File: src/source/ucpd_line_pkg.sv
package ucpd_line_pkg;

  // --------------------------------------------------
  // CC line configuration
  // --------------------------------------------------

  // glitch filter on the synchronized CC input
  // number of equal samples before a new high level is taken
  typedef enum logic [1:0] {
    FILT_BYPASS = 2'd0,
    FILT_TWO    = 2'd1,
    FILT_THREE  = 2'd2
  } filt_mode_e;

  // static line setup, 3 bits
  typedef struct packed {
    logic       ucpden;  // peripheral enable, gates rx input and tx output
    filt_mode_e filt;
  } line_cfg_t;

  // --------------------------------------------------
  // transmit control
  // --------------------------------------------------

  // strobes come from an external bit clock divider
  typedef struct packed {
    logic tx_en;     // encoder active, output held low otherwise
    logic tx_bit;    // bit being sent
    logic bit_stb;   // bit boundary
    logic half_stb;  // every half bit
  } tx_ctl_t;

endpackage

File: src/source/ucpd_rx_pkg.sv
package ucpd_rx_pkg;

  // --------------------------------------------------
  // receive path types
  // --------------------------------------------------

  // ucpd_clk cycles between two CC edges
  // also used for the half/full UI threshold
  localparam int UI_CNT_W = 11;

  typedef logic [UI_CNT_W-1:0] ui_cnt_t;

  // preamble training
  // idle until the frame opens, then three intervals, then locked
  typedef enum logic [1:0] {
    TR_IDLE    = 2'd0,
    TR_CAPTURE = 2'd1,
    TR_LOCKED  = 2'd2
  } train_state_e;

  // one decoded BMC bit
  typedef struct packed {
    logic vld;    // single cycle strobe
    logic value;  // decoded bit
  } rx_bit_t;

endpackage

File: src/source/ucpd_cc_line.sv
`timescale 1ns/1ps

module ucpd_cc_line (
  input  logic                     ucpd_clk,
  input  logic                     ic_rst_n,
  input  logic                     cc_in,
  input  ucpd_line_pkg::line_cfg_t cfg,
  input  ucpd_line_pkg::tx_ctl_t   tx,
  output logic                     cc_lvl,
  output logic                     cc_edge,
  output logic                     cc_out
);

  logic       cc_gated;
  logic [1:0] sync_ff;
  logic       cc_sync;
  logic [1:0] cc_hist;
  logic       lvl_nxt;
  logic       tx_toggle;
  logic       tx_bmc;

  // --------------------------------------------------
  // receive: synchronizer and glitch filter
  // --------------------------------------------------

  // input only seen while the peripheral is enabled
  assign cc_gated = cc_in & cfg.ucpden;
  assign cc_sync  = sync_ff[1];

  // two flop synchronizer, history follows behind it
  always_ff @(posedge ucpd_clk or negedge ic_rst_n) begin
    if (!ic_rst_n) begin
      sync_ff <= 2'b11;
      cc_hist <= 2'b11;
    end else begin
      sync_ff <= {sync_ff[0], cc_gated};
      cc_hist <= {cc_hist[0], cc_sync};
    end
  end

  // high only after enough consecutive high samples
  // a low sample drops the level at once
  always_comb begin
    case (cfg.filt)
      ucpd_line_pkg::FILT_TWO:   lvl_nxt = cc_sync & cc_hist[0];
      ucpd_line_pkg::FILT_THREE: lvl_nxt = cc_sync & cc_hist[0] & cc_hist[1];
      default:                   lvl_nxt = cc_sync;
    endcase
  end

  // filtered level and its change strobe, registered together
  always_ff @(posedge ucpd_clk or negedge ic_rst_n) begin
    if (!ic_rst_n) begin
      cc_lvl  <= 1'b1;
      cc_edge <= 1'b0;
    end else begin
      cc_lvl  <= lvl_nxt;
      cc_edge <= lvl_nxt ^ cc_lvl;
    end
  end

  // --------------------------------------------------
  // transmit: BMC encoder
  // --------------------------------------------------

  // one: toggle every half bit
  // zero: toggle on the bit boundary only
  assign tx_toggle = tx.tx_bit ? tx.half_stb : tx.bit_stb;

  always_ff @(posedge ucpd_clk or negedge ic_rst_n) begin
    if (!ic_rst_n) begin
      tx_bmc <= 1'b0;
    end else if (!tx.tx_en) begin
      tx_bmc <= 1'b0;
    end else if (tx_toggle) begin
      tx_bmc <= ~tx_bmc;
    end
  end

  // pin stays low while the peripheral is off
  assign cc_out = tx_bmc & cfg.ucpden;

endmodule

File: src/source/ucpd_ui_trainer.sv
`timescale 1ns/1ps

module ucpd_ui_trainer #(
  parameter int PRE_EDGES = 96
) (
  input  logic                 ucpd_clk,
  input  logic                 ic_rst_n,
  input  logic                 cc_lvl,
  input  logic                 cc_edge,
  input  logic                 rx_stop,
  output ucpd_rx_pkg::ui_cnt_t ui_th,
  output logic                 rx_locked,
  output logic                 pre_done
);

  localparam int EDGE_W = $clog2(PRE_EDGES + 1);

  ucpd_rx_pkg::train_state_e state;
  ucpd_rx_pkg::ui_cnt_t      hi_cnt;
  ucpd_rx_pkg::ui_cnt_t      lo_cnt;
  ucpd_rx_pkg::ui_cnt_t      run_len;
  ucpd_rx_pkg::ui_cnt_t      ui_a;
  ucpd_rx_pkg::ui_cnt_t      ui_b;
  logic [1:0]                cap_idx;
  logic [12:0]               ui_sum;
  logic [14:0]               sum_x3;
  logic [11:0]               th_calc;
  logic                      b_longest;
  logic                      frame_edge;
  logic [EDGE_W-1:0]         edge_cnt;

  // --------------------------------------------------
  // high and low run lengths
  // --------------------------------------------------

  // both saturate, idle gaps can be long
  always_ff @(posedge ucpd_clk or negedge ic_rst_n) begin
    if (!ic_rst_n) begin
      hi_cnt <= '0;
      lo_cnt <= '0;
    end else if (cc_lvl) begin
      lo_cnt <= '0;
      if (hi_cnt != '1) hi_cnt <= hi_cnt + 1'b1;
    end else begin
      hi_cnt <= '0;
      if (lo_cnt != '1) lo_cnt <= lo_cnt + 1'b1;
    end
  end

  // on an edge cc_lvl is already the new level
  assign run_len = cc_lvl ? lo_cnt : hi_cnt;

  // threshold = (a+b+c)*3/8, between half and full UI
  assign ui_sum    = 13'(ui_a) + 13'(ui_b) + 13'(run_len);
  assign sum_x3    = 15'(ui_sum) * 15'd3;
  assign th_calc   = sum_x3[14:3];
  // middle interval longest: leading one was lost
  assign b_longest = (ui_b > ui_a) && (ui_b > run_len);

  // --------------------------------------------------
  // training FSM
  // --------------------------------------------------

  // idle line is low, the preamble opens with a rising edge
  // cap_idx 3 skips one interval to shift the phase after a reject
  always_ff @(posedge ucpd_clk or negedge ic_rst_n) begin
    if (!ic_rst_n) begin
      state   <= ucpd_rx_pkg::TR_IDLE;
      cap_idx <= 2'd0;
      ui_th   <= '0;
    end else if (rx_stop) begin
      state   <= ucpd_rx_pkg::TR_IDLE;
      cap_idx <= 2'd0;
      ui_th   <= '0;
    end else if (cc_edge) begin
      case (state)
        ucpd_rx_pkg::TR_IDLE: begin
          if (cc_lvl) begin
            state   <= ucpd_rx_pkg::TR_CAPTURE;
            cap_idx <= 2'd0;
          end
        end
        ucpd_rx_pkg::TR_CAPTURE: begin
          case (cap_idx)
            2'd0: cap_idx <= 2'd1;
            2'd1: cap_idx <= 2'd2;
            2'd2: begin
              if (b_longest) begin
                cap_idx <= 2'd3;
              end else begin
                ui_th   <= th_calc[11] ? '1 : th_calc[10:0];
                state   <= ucpd_rx_pkg::TR_LOCKED;
                cap_idx <= 2'd0;
              end
            end
            default: cap_idx <= 2'd0;
          endcase
        end
        default: ;
      endcase
    end
  end

  // interval a and b, c is taken straight from run_len
  always_ff @(posedge ucpd_clk) begin
    if (cc_edge && state == ucpd_rx_pkg::TR_CAPTURE) begin
      if (cap_idx == 2'd0) ui_a <= run_len;
      if (cap_idx == 2'd1) ui_b <= run_len;
    end
  end

  assign rx_locked = (state == ucpd_rx_pkg::TR_LOCKED);

  // --------------------------------------------------
  // preamble edge count
  // --------------------------------------------------

  // opening edge counts as the first one
  assign frame_edge = cc_edge && ((state != ucpd_rx_pkg::TR_IDLE) || cc_lvl);

  // stops at PRE_EDGES so the pulse comes once per frame
  always_ff @(posedge ucpd_clk or negedge ic_rst_n) begin
    if (!ic_rst_n) begin
      edge_cnt <= '0;
      pre_done <= 1'b0;
    end else begin
      pre_done <= 1'b0;
      if (rx_stop) begin
        edge_cnt <= '0;
      end else if (frame_edge && edge_cnt != EDGE_W'(PRE_EDGES)) begin
        edge_cnt <= edge_cnt + 1'b1;
        pre_done <= (edge_cnt == EDGE_W'(PRE_EDGES - 1));
      end
    end
  end

endmodule

File: src/source/ucpd_bmc_decoder.sv
`timescale 1ns/1ps

module ucpd_bmc_decoder (
  input  logic                 ucpd_clk,
  input  logic                 ic_rst_n,
  input  logic                 cc_edge,
  input  ucpd_rx_pkg::ui_cnt_t ui_th,
  input  logic                 rx_locked,
  input  logic                 rx_stop,
  output ucpd_rx_pkg::rx_bit_t rx_bit
);

  ucpd_rx_pkg::ui_cnt_t iv_cnt;
  logic                 run_en;
  logic                 long_iv;
  logic                 pend_short;

  // --------------------------------------------------
  // interval timing
  // --------------------------------------------------

  assign run_en  = rx_locked && !rx_stop;

  // longer than the threshold means a full UI
  assign long_iv = (iv_cnt > ui_th);

  // cycles since the last edge
  // pend_short set after the first half of a one
  always_ff @(posedge ucpd_clk or negedge ic_rst_n) begin
    if (!ic_rst_n) begin
      iv_cnt     <= '0;
      pend_short <= 1'b0;
    end else if (!run_en) begin
      iv_cnt     <= '0;
      pend_short <= 1'b0;
    end else if (cc_edge) begin
      iv_cnt <= ucpd_rx_pkg::ui_cnt_t'(1);
      // long drops a stray half bit, short alternates
      if (long_iv) begin
        pend_short <= 1'b0;
      end else begin
        pend_short <= ~pend_short;
      end
    end else if (iv_cnt != '1) begin
      iv_cnt <= iv_cnt + 1'b1;
    end
  end

  // --------------------------------------------------
  // bit decision
  // --------------------------------------------------

  // long interval ends a zero
  // second short in a row ends a one
  always_ff @(posedge ucpd_clk or negedge ic_rst_n) begin
    if (!ic_rst_n) begin
      rx_bit <= '0;
    end else begin
      rx_bit.vld <= run_en && cc_edge && (long_iv || pend_short);
      if (run_en && cc_edge) begin
        rx_bit.value <= ~long_iv;
      end
    end
  end

endmodule

File: src/source/ucpd_bmc_phy.sv
`timescale 1ns/1ps

module ucpd_bmc_phy #(
  parameter int PRE_EDGES = 96
) (
  input  logic                     ucpd_clk,
  input  logic                     ic_rst_n,
  input  logic                     cc_in,
  input  ucpd_line_pkg::line_cfg_t cfg,
  input  ucpd_line_pkg::tx_ctl_t   tx,
  input  logic                     rx_stop,
  output logic                     cc_out,
  output ucpd_rx_pkg::rx_bit_t     rx_bit,
  output logic                     rx_locked,
  output logic                     pre_done
);

  // --------------------------------------------------
  // line to trainer and decoder
  // --------------------------------------------------

  logic                 cc_lvl;
  logic                 cc_edge;
  ucpd_rx_pkg::ui_cnt_t ui_th;

  // sync, filter and BMC encode
  ucpd_cc_line u_cc_line (
    .ucpd_clk (ucpd_clk),
    .ic_rst_n (ic_rst_n),
    .cc_in    (cc_in),
    .cfg      (cfg),
    .tx       (tx),
    .cc_lvl   (cc_lvl),
    .cc_edge  (cc_edge),
    .cc_out   (cc_out)
  );

  // preamble training, threshold and lock
  ucpd_ui_trainer #(
    .PRE_EDGES (PRE_EDGES)
  ) u_ui_trainer (
    .ucpd_clk  (ucpd_clk),
    .ic_rst_n  (ic_rst_n),
    .cc_lvl    (cc_lvl),
    .cc_edge   (cc_edge),
    .rx_stop   (rx_stop),
    .ui_th     (ui_th),
    .rx_locked (rx_locked),
    .pre_done  (pre_done)
  );

  // bits out once locked
  ucpd_bmc_decoder u_bmc_decoder (
    .ucpd_clk  (ucpd_clk),
    .ic_rst_n  (ic_rst_n),
    .cc_edge   (cc_edge),
    .ui_th     (ui_th),
    .rx_locked (rx_locked),
    .rx_stop   (rx_stop),
    .rx_bit    (rx_bit)
  );

endmodule

File: config.mk
export PLATFORM = sky130hd
export DESIGN_NAME = ucpd_bmc_phy
export DESIGN_NICKNAME = d
export VERILOG_FILES = /design/src/source/ucpd_line_pkg.sv /design/src/source/ucpd_rx_pkg.sv /design/src/source/ucpd_cc_line.sv /design/src/source/ucpd_ui_trainer.sv /design/src/source/ucpd_bmc_decoder.sv /design/src/source/ucpd_bmc_phy.sv
export SDC_FILE = /design/constraint.sdc
export NUM_CORES = 1
export LEC_CHECK = 0
export ABC_AREA = 0
export BUFFER_PORTS_ARGS = -buffer_cell sky130_fd_sc_hd__clkbuf_2
export CAP_MARGIN = 20
export CORE_ASPECT_RATIO = 0.7
export CORE_MARGIN = 2
export CORE_UTILIZATION = 42
export DETAILED_ROUTE_END_ITERATION = 6
export PLACE_DENSITY = 0.6
export SLEW_MARGIN = 10
export SYNTH_ARGS = -nofsm -noshare
export SYNTH_HDL_FRONTEND = slang
export SYNTH_SLANG_ARGS = --single-unit
File: constraint.sdc
create_clock -name ucpd_clk -period 12.6 [get_ports ucpd_clk]
set_input_delay 2.52 -clock ucpd_clk [delete_from_list [all_inputs] [get_ports ucpd_clk]]
set_output_delay 2.52 -clock ucpd_clk [all_outputs]
set_load 0.01 [all_outputs]
==> flow_summary_export.csv <==
group,metric,value,unit
timing,fin_tns_setup,0,ns
timing,final.period_utilization,42.60,%
clock_network,post-cts-setup-buffers,0,
floorplanning,floorplan.die.height,104.1,µm
worst_setup_path,ff2ff_path_depth,16,
clock_network,worst_skew_pair.late_latency,0.35,ns
drt,ant_nets,0,
timing,finalWorstSetupSlack,7.233,ns
worst_setup_path,path_max_fanout,2,
layout,final_design_area_no_fill,0.006626,mm²
drt,vias,4491,
worst_hold_path,hold_class,"register to register",
logic_synthesis,syn-mean-instance-area,9.598,µm²
placed_design,place.port_buffers,15,
layout,mostFrequentLayoutCell,"sky130_fd_sc_hd__ha_1",
logic_synthesis,post_synth_instance_area,0.006008,mm²
floorplanning,die-area,0.01529,mm²
grt,grt_first_pass_wirelength,21320,µm
power,max_ir_drop_vdd,0.06624,mV
layout,areaGrowthSynthToFinish,10.29,%
logic_synthesis,cell_taking_the_most_area_after_synthesis,"sky130_fd_sc_hd__dfrtp_1",
floorplanning,coreArea,0.01396,mm²
grt,track_usage,17.05,%
layout,layout.cells.most_common_list,"73 x sky130_fd_sc_hd__ha_1, 69 x sky130_fd_sc_hd__nor2_1, 61 x sky130_fd_sc_hd__dfrtp_1",
drt,routed_wire_per_std_cell,14.75,µm
grt,grt_antenna_before_repair,0,
floorplanning,fp.dieW,147.0,µm
timing,rsz_0062_raised_after_global_routing,"no",
drt,via_per_inst,5.340,
floorplanning,placementRows,36,
floorplanning,count_of_boundary_i_o_pins,16,
timing,post-route-min-period,5.367,ns
logic_synthesis,largest_family_of_logic_cells_by_synthesized_area,"simple AND/OR/NAND/NOR gates",
timing,timing.final.setup_violations,0,
layout,fillers,1347,
grt,overflow,0,
worst_setup_path,path_class,"primary input to output port",
power,power,0.0006746,W
clock_network,clock_tree.buffer_depth,2,
clock_network,clock_sink_count,88,
clock_network,number_of_gates_given_a_new_drive_strength_after_cts,0,
timing,finalClockSkew,0.009711,ns
worst_hold_path,worst_hold_launch,"u_cc_line.sync_ff[0]",
layout,utilization,47.46,%
timing,final_max_slew_viol_count,0,
placed_design,place_hpwl,9253,µm
clock_network,cts_root_buf,"sky130_fd_sc_hd__clkbuf_16",
worst_setup_path,rr_startpoint,"u_cc_line.cc_lvl",
power,power.leakage,2.884,nW
logic_synthesis,synth.lib_cells_used.distinct,53,
worst_setup_path,crit_path_start_kind,"primary input",
worst_setup_path,ff2ff_setup_slack,7.27,ns
drt,totalWireLength,12410,µm
timing,maxSlewHeadroom,43.74,%
status,run_status,"finished, final reports clean",
clock_network,cts_htree_levels,3,
placed_design,dpl-instance-area,0.006311,mm²
worst_hold_path,worst_hold_path_cells,0,
logic_synthesis,synth_cells,626,
clock_network,cts_tree,"done",
logic_synthesis,synthAdderAreaFrac,15.87,%
logic_synthesis,yosys_warnings,0,
timing,clock.fmax,186.3,MHz
layout,antenna_cells_inserted,0,
clock_network,cts_hold_repair.buffers,0,
placed_design,placement_setup_slack,7.235,ns
drt,drt_iter0_drc,354,
logic_synthesis,synth.area.mux_share,3.207,%
worst_setup_path,end_kind,"output port",
logic_synthesis,postSynth.topFlopCell,"sky130_fd_sc_hd__dfrtp_1",
logic_synthesis,synth-seq-cells,88,
worst_setup_path,critical_path_required_time,10.08,ns
drt,remaining_drc_errors,0,
logic_synthesis,fraction_of_the_yosys_area_taken_by_sequential_cells,38.59,%
clock_network,number_of_cts_inserted_buffers,9,
grt,grt_max_degree,67,
layout,design.final.nets,732,
floorplanning,initial_utilization,43.03,%
logic_synthesis,synthesized_area_fraction_occupied_by_ao_oa_aoi_and_oai_cells,14.87,%
worst_setup_path,cp.arrival,2.85,ns
worst_setup_path,critPathLaunch,"cfg[2]",
timing,hold_viol,0,
logic_synthesis,synth_edf_count,22,
logic_synthesis,synthDominantCellAreaShare,25.41,%
layout,layout_cells_sized_above_1,8.756,%
placed_design,routabilityCongestion,0.8593,
drt,first_pass_iteration_count_of_the_detailed_router,4,
grt,grt_pass1_vias,4245,
flow_run,maxCapViolations,0,
clock_network,clock_input_transition_at_the_sequential_cells_of_the_worst_setup_and_hold_paths,0.07,ns
logic_synthesis,synth_xor_xnor_area_share,7.247,%
timing,max_slew.worst_pin.slew,0.8439,ns
logic_synthesis,yosys.area_share.simple,16.18,%
power,power.density_cell_area,101.8,mW/mm²
logic_synthesis,synth.area.top_cells,"sky130_fd_sc_hd__dfrtp_1 25%, sky130_fd_sc_hd__ha_1 15%, sky130_fd_sc_hd__edfxtp_1 11%",
logic_synthesis,syn-num-nets,712,
logic_synthesis,post_synthesis_async_set_or_reset_flop_share,75.00,%
## area by class of cell
cell class	count	area, µm²	area share (%)
Inverter	54	202.7	3.059
Sequential cell	88	2318	34.99
Timing Repair Buffer	19	105.1	1.586
Clock buffer	11	254.0	3.833
Multi-Input combinational cell	474	3447	52.02
Clock inverter	5	61.31	0.9252
Tap cell	190	237.7	3.588
## routing by layer
layer	vias up	GRT usage (%)	share of wire, %
met4	0	3.434	0.54
met2	77	24.98	42
met5	-	0	0
li1	2256	-	-
met3	6	3.333	4.6
met1	2152	26.13	53
## synth_stat cells (3+ instances only)
cell and number:
sky130_fd_sc_hd__a21oi_1 41, sky130_fd_sc_hd__nor4b_1 3, sky130_fd_sc_hd__a211oi_1 14, sky130_fd_sc_hd__nand3_1 15
sky130_fd_sc_hd__a31oi_1 6, sky130_fd_sc_hd__dfrtp_1 61, sky130_fd_sc_hd__o21bai_1 4, sky130_fd_sc_hd__mux2i_1 8
sky130_fd_sc_hd__nand4_1 11, sky130_fd_sc_hd__nand2b_1 11, sky130_fd_sc_hd__edfxtp_1 22, sky130_fd_sc_hd__nand2_1 29
sky130_fd_sc_hd__ha_1 73, sky130_fd_sc_hd__o211ai_1 6, sky130_fd_sc_hd__a21o_1 7, sky130_fd_sc_hd__o21a_1 9
sky130_fd_sc_hd__xor2_1 22, sky130_fd_sc_hd__a21boi_0 3, sky130_fd_sc_hd__nor3_1 9, sky130_fd_sc_hd__a221oi_2 3
sky130_fd_sc_hd__o31a_1 3, sky130_fd_sc_hd__inv_1 54, sky130_fd_sc_hd__dfstp_2 5, sky130_fd_sc_hd__nor2b_1 13
sky130_fd_sc_hd__and2_1 7, sky130_fd_sc_hd__xnor2_1 25, sky130_fd_sc_hd__mux2_2 10, sky130_fd_sc_hd__or3_1 8
sky130_fd_sc_hd__clkbuf_1 8, sky130_fd_sc_hd__o21ai_0 30, sky130_fd_sc_hd__nor2_1 69, sky130_fd_sc_hd__and3_1 10
## path summary, 6_finish.rpt
check	endpoint
max in group asynchronous	u_ui_trainer.lo_cnt[7]
hold reg to reg	u_cc_line.sync_ff[1]
hold / removal	u_cc_line.sync_ff[1]
min in group asynchronous	u_ui_trainer.ui_th[8]
setup reg to reg	u_ui_trainer.ui_th[1]
setup / recovery	cc_out
## kinds of logic (layout without fill, tap and decap cells)
kind of cell,count (synthesis),after routing
AND/OR/NAND/NOR,195,195
AO/OA/AOI/OAI,138,138
flip-flops,88,88
adder cells (fa/ha/maj),75,75
buffers and inverters,64,89
XOR/XNOR,48,48
multiplexers,18,18
## state kept, by name, indices dropped and copies added, names as in the netlist, 2 cells and up
signal,flops
u_bmc_decoder.iv_cnt,11
u_bmc_decoder.rx_bit,2
u_cc_line.cc_hist,2
u_cc_line.sync_ff,2
u_ui_trainer.cap_idx,2
u_ui_trainer.edge_cnt,7
u_ui_trainer.hi_cnt,11
u_ui_trainer.lo_cnt,11
u_ui_trainer.state,2
u_ui_trainer.ui_a,11
u_ui_trainer.ui_b,11
u_ui_trainer.ui_th,11
## report_power, final
| part | switching (W) | internal [W] | leakage [nW] | total, W |
|---|---|---|---|---|
| Combinational | 0.0000419 | 0.0000315 | 1.62 | 0.0000734 |
| Sequential | 0.0000126 | 0.000302 | 1.11 | 0.000315 |
| Clock | 0.000119 | 0.000167 | 0.156 | 0.000286 |
## worst max-delay path, cell delays in order
cell                       delay [ns]
sky130_fd_sc_hd__clkbuf_2        0.08
sky130_fd_sc_hd__and2_1          0.12
sky130_fd_sc_hd__clkbuf_2        0.12
## through the flow
stage / std cells / hold slack (ns)
final: 841 / 0.3573
after global routing: 841 / 0.3697
after CTS: 841 / 0.3592
after detailed placement: 825 / 0.3490
after global placement: 825 / 0.3468
after floorplan: 626 / 0.3452
(Power assumes the default switching activity.)
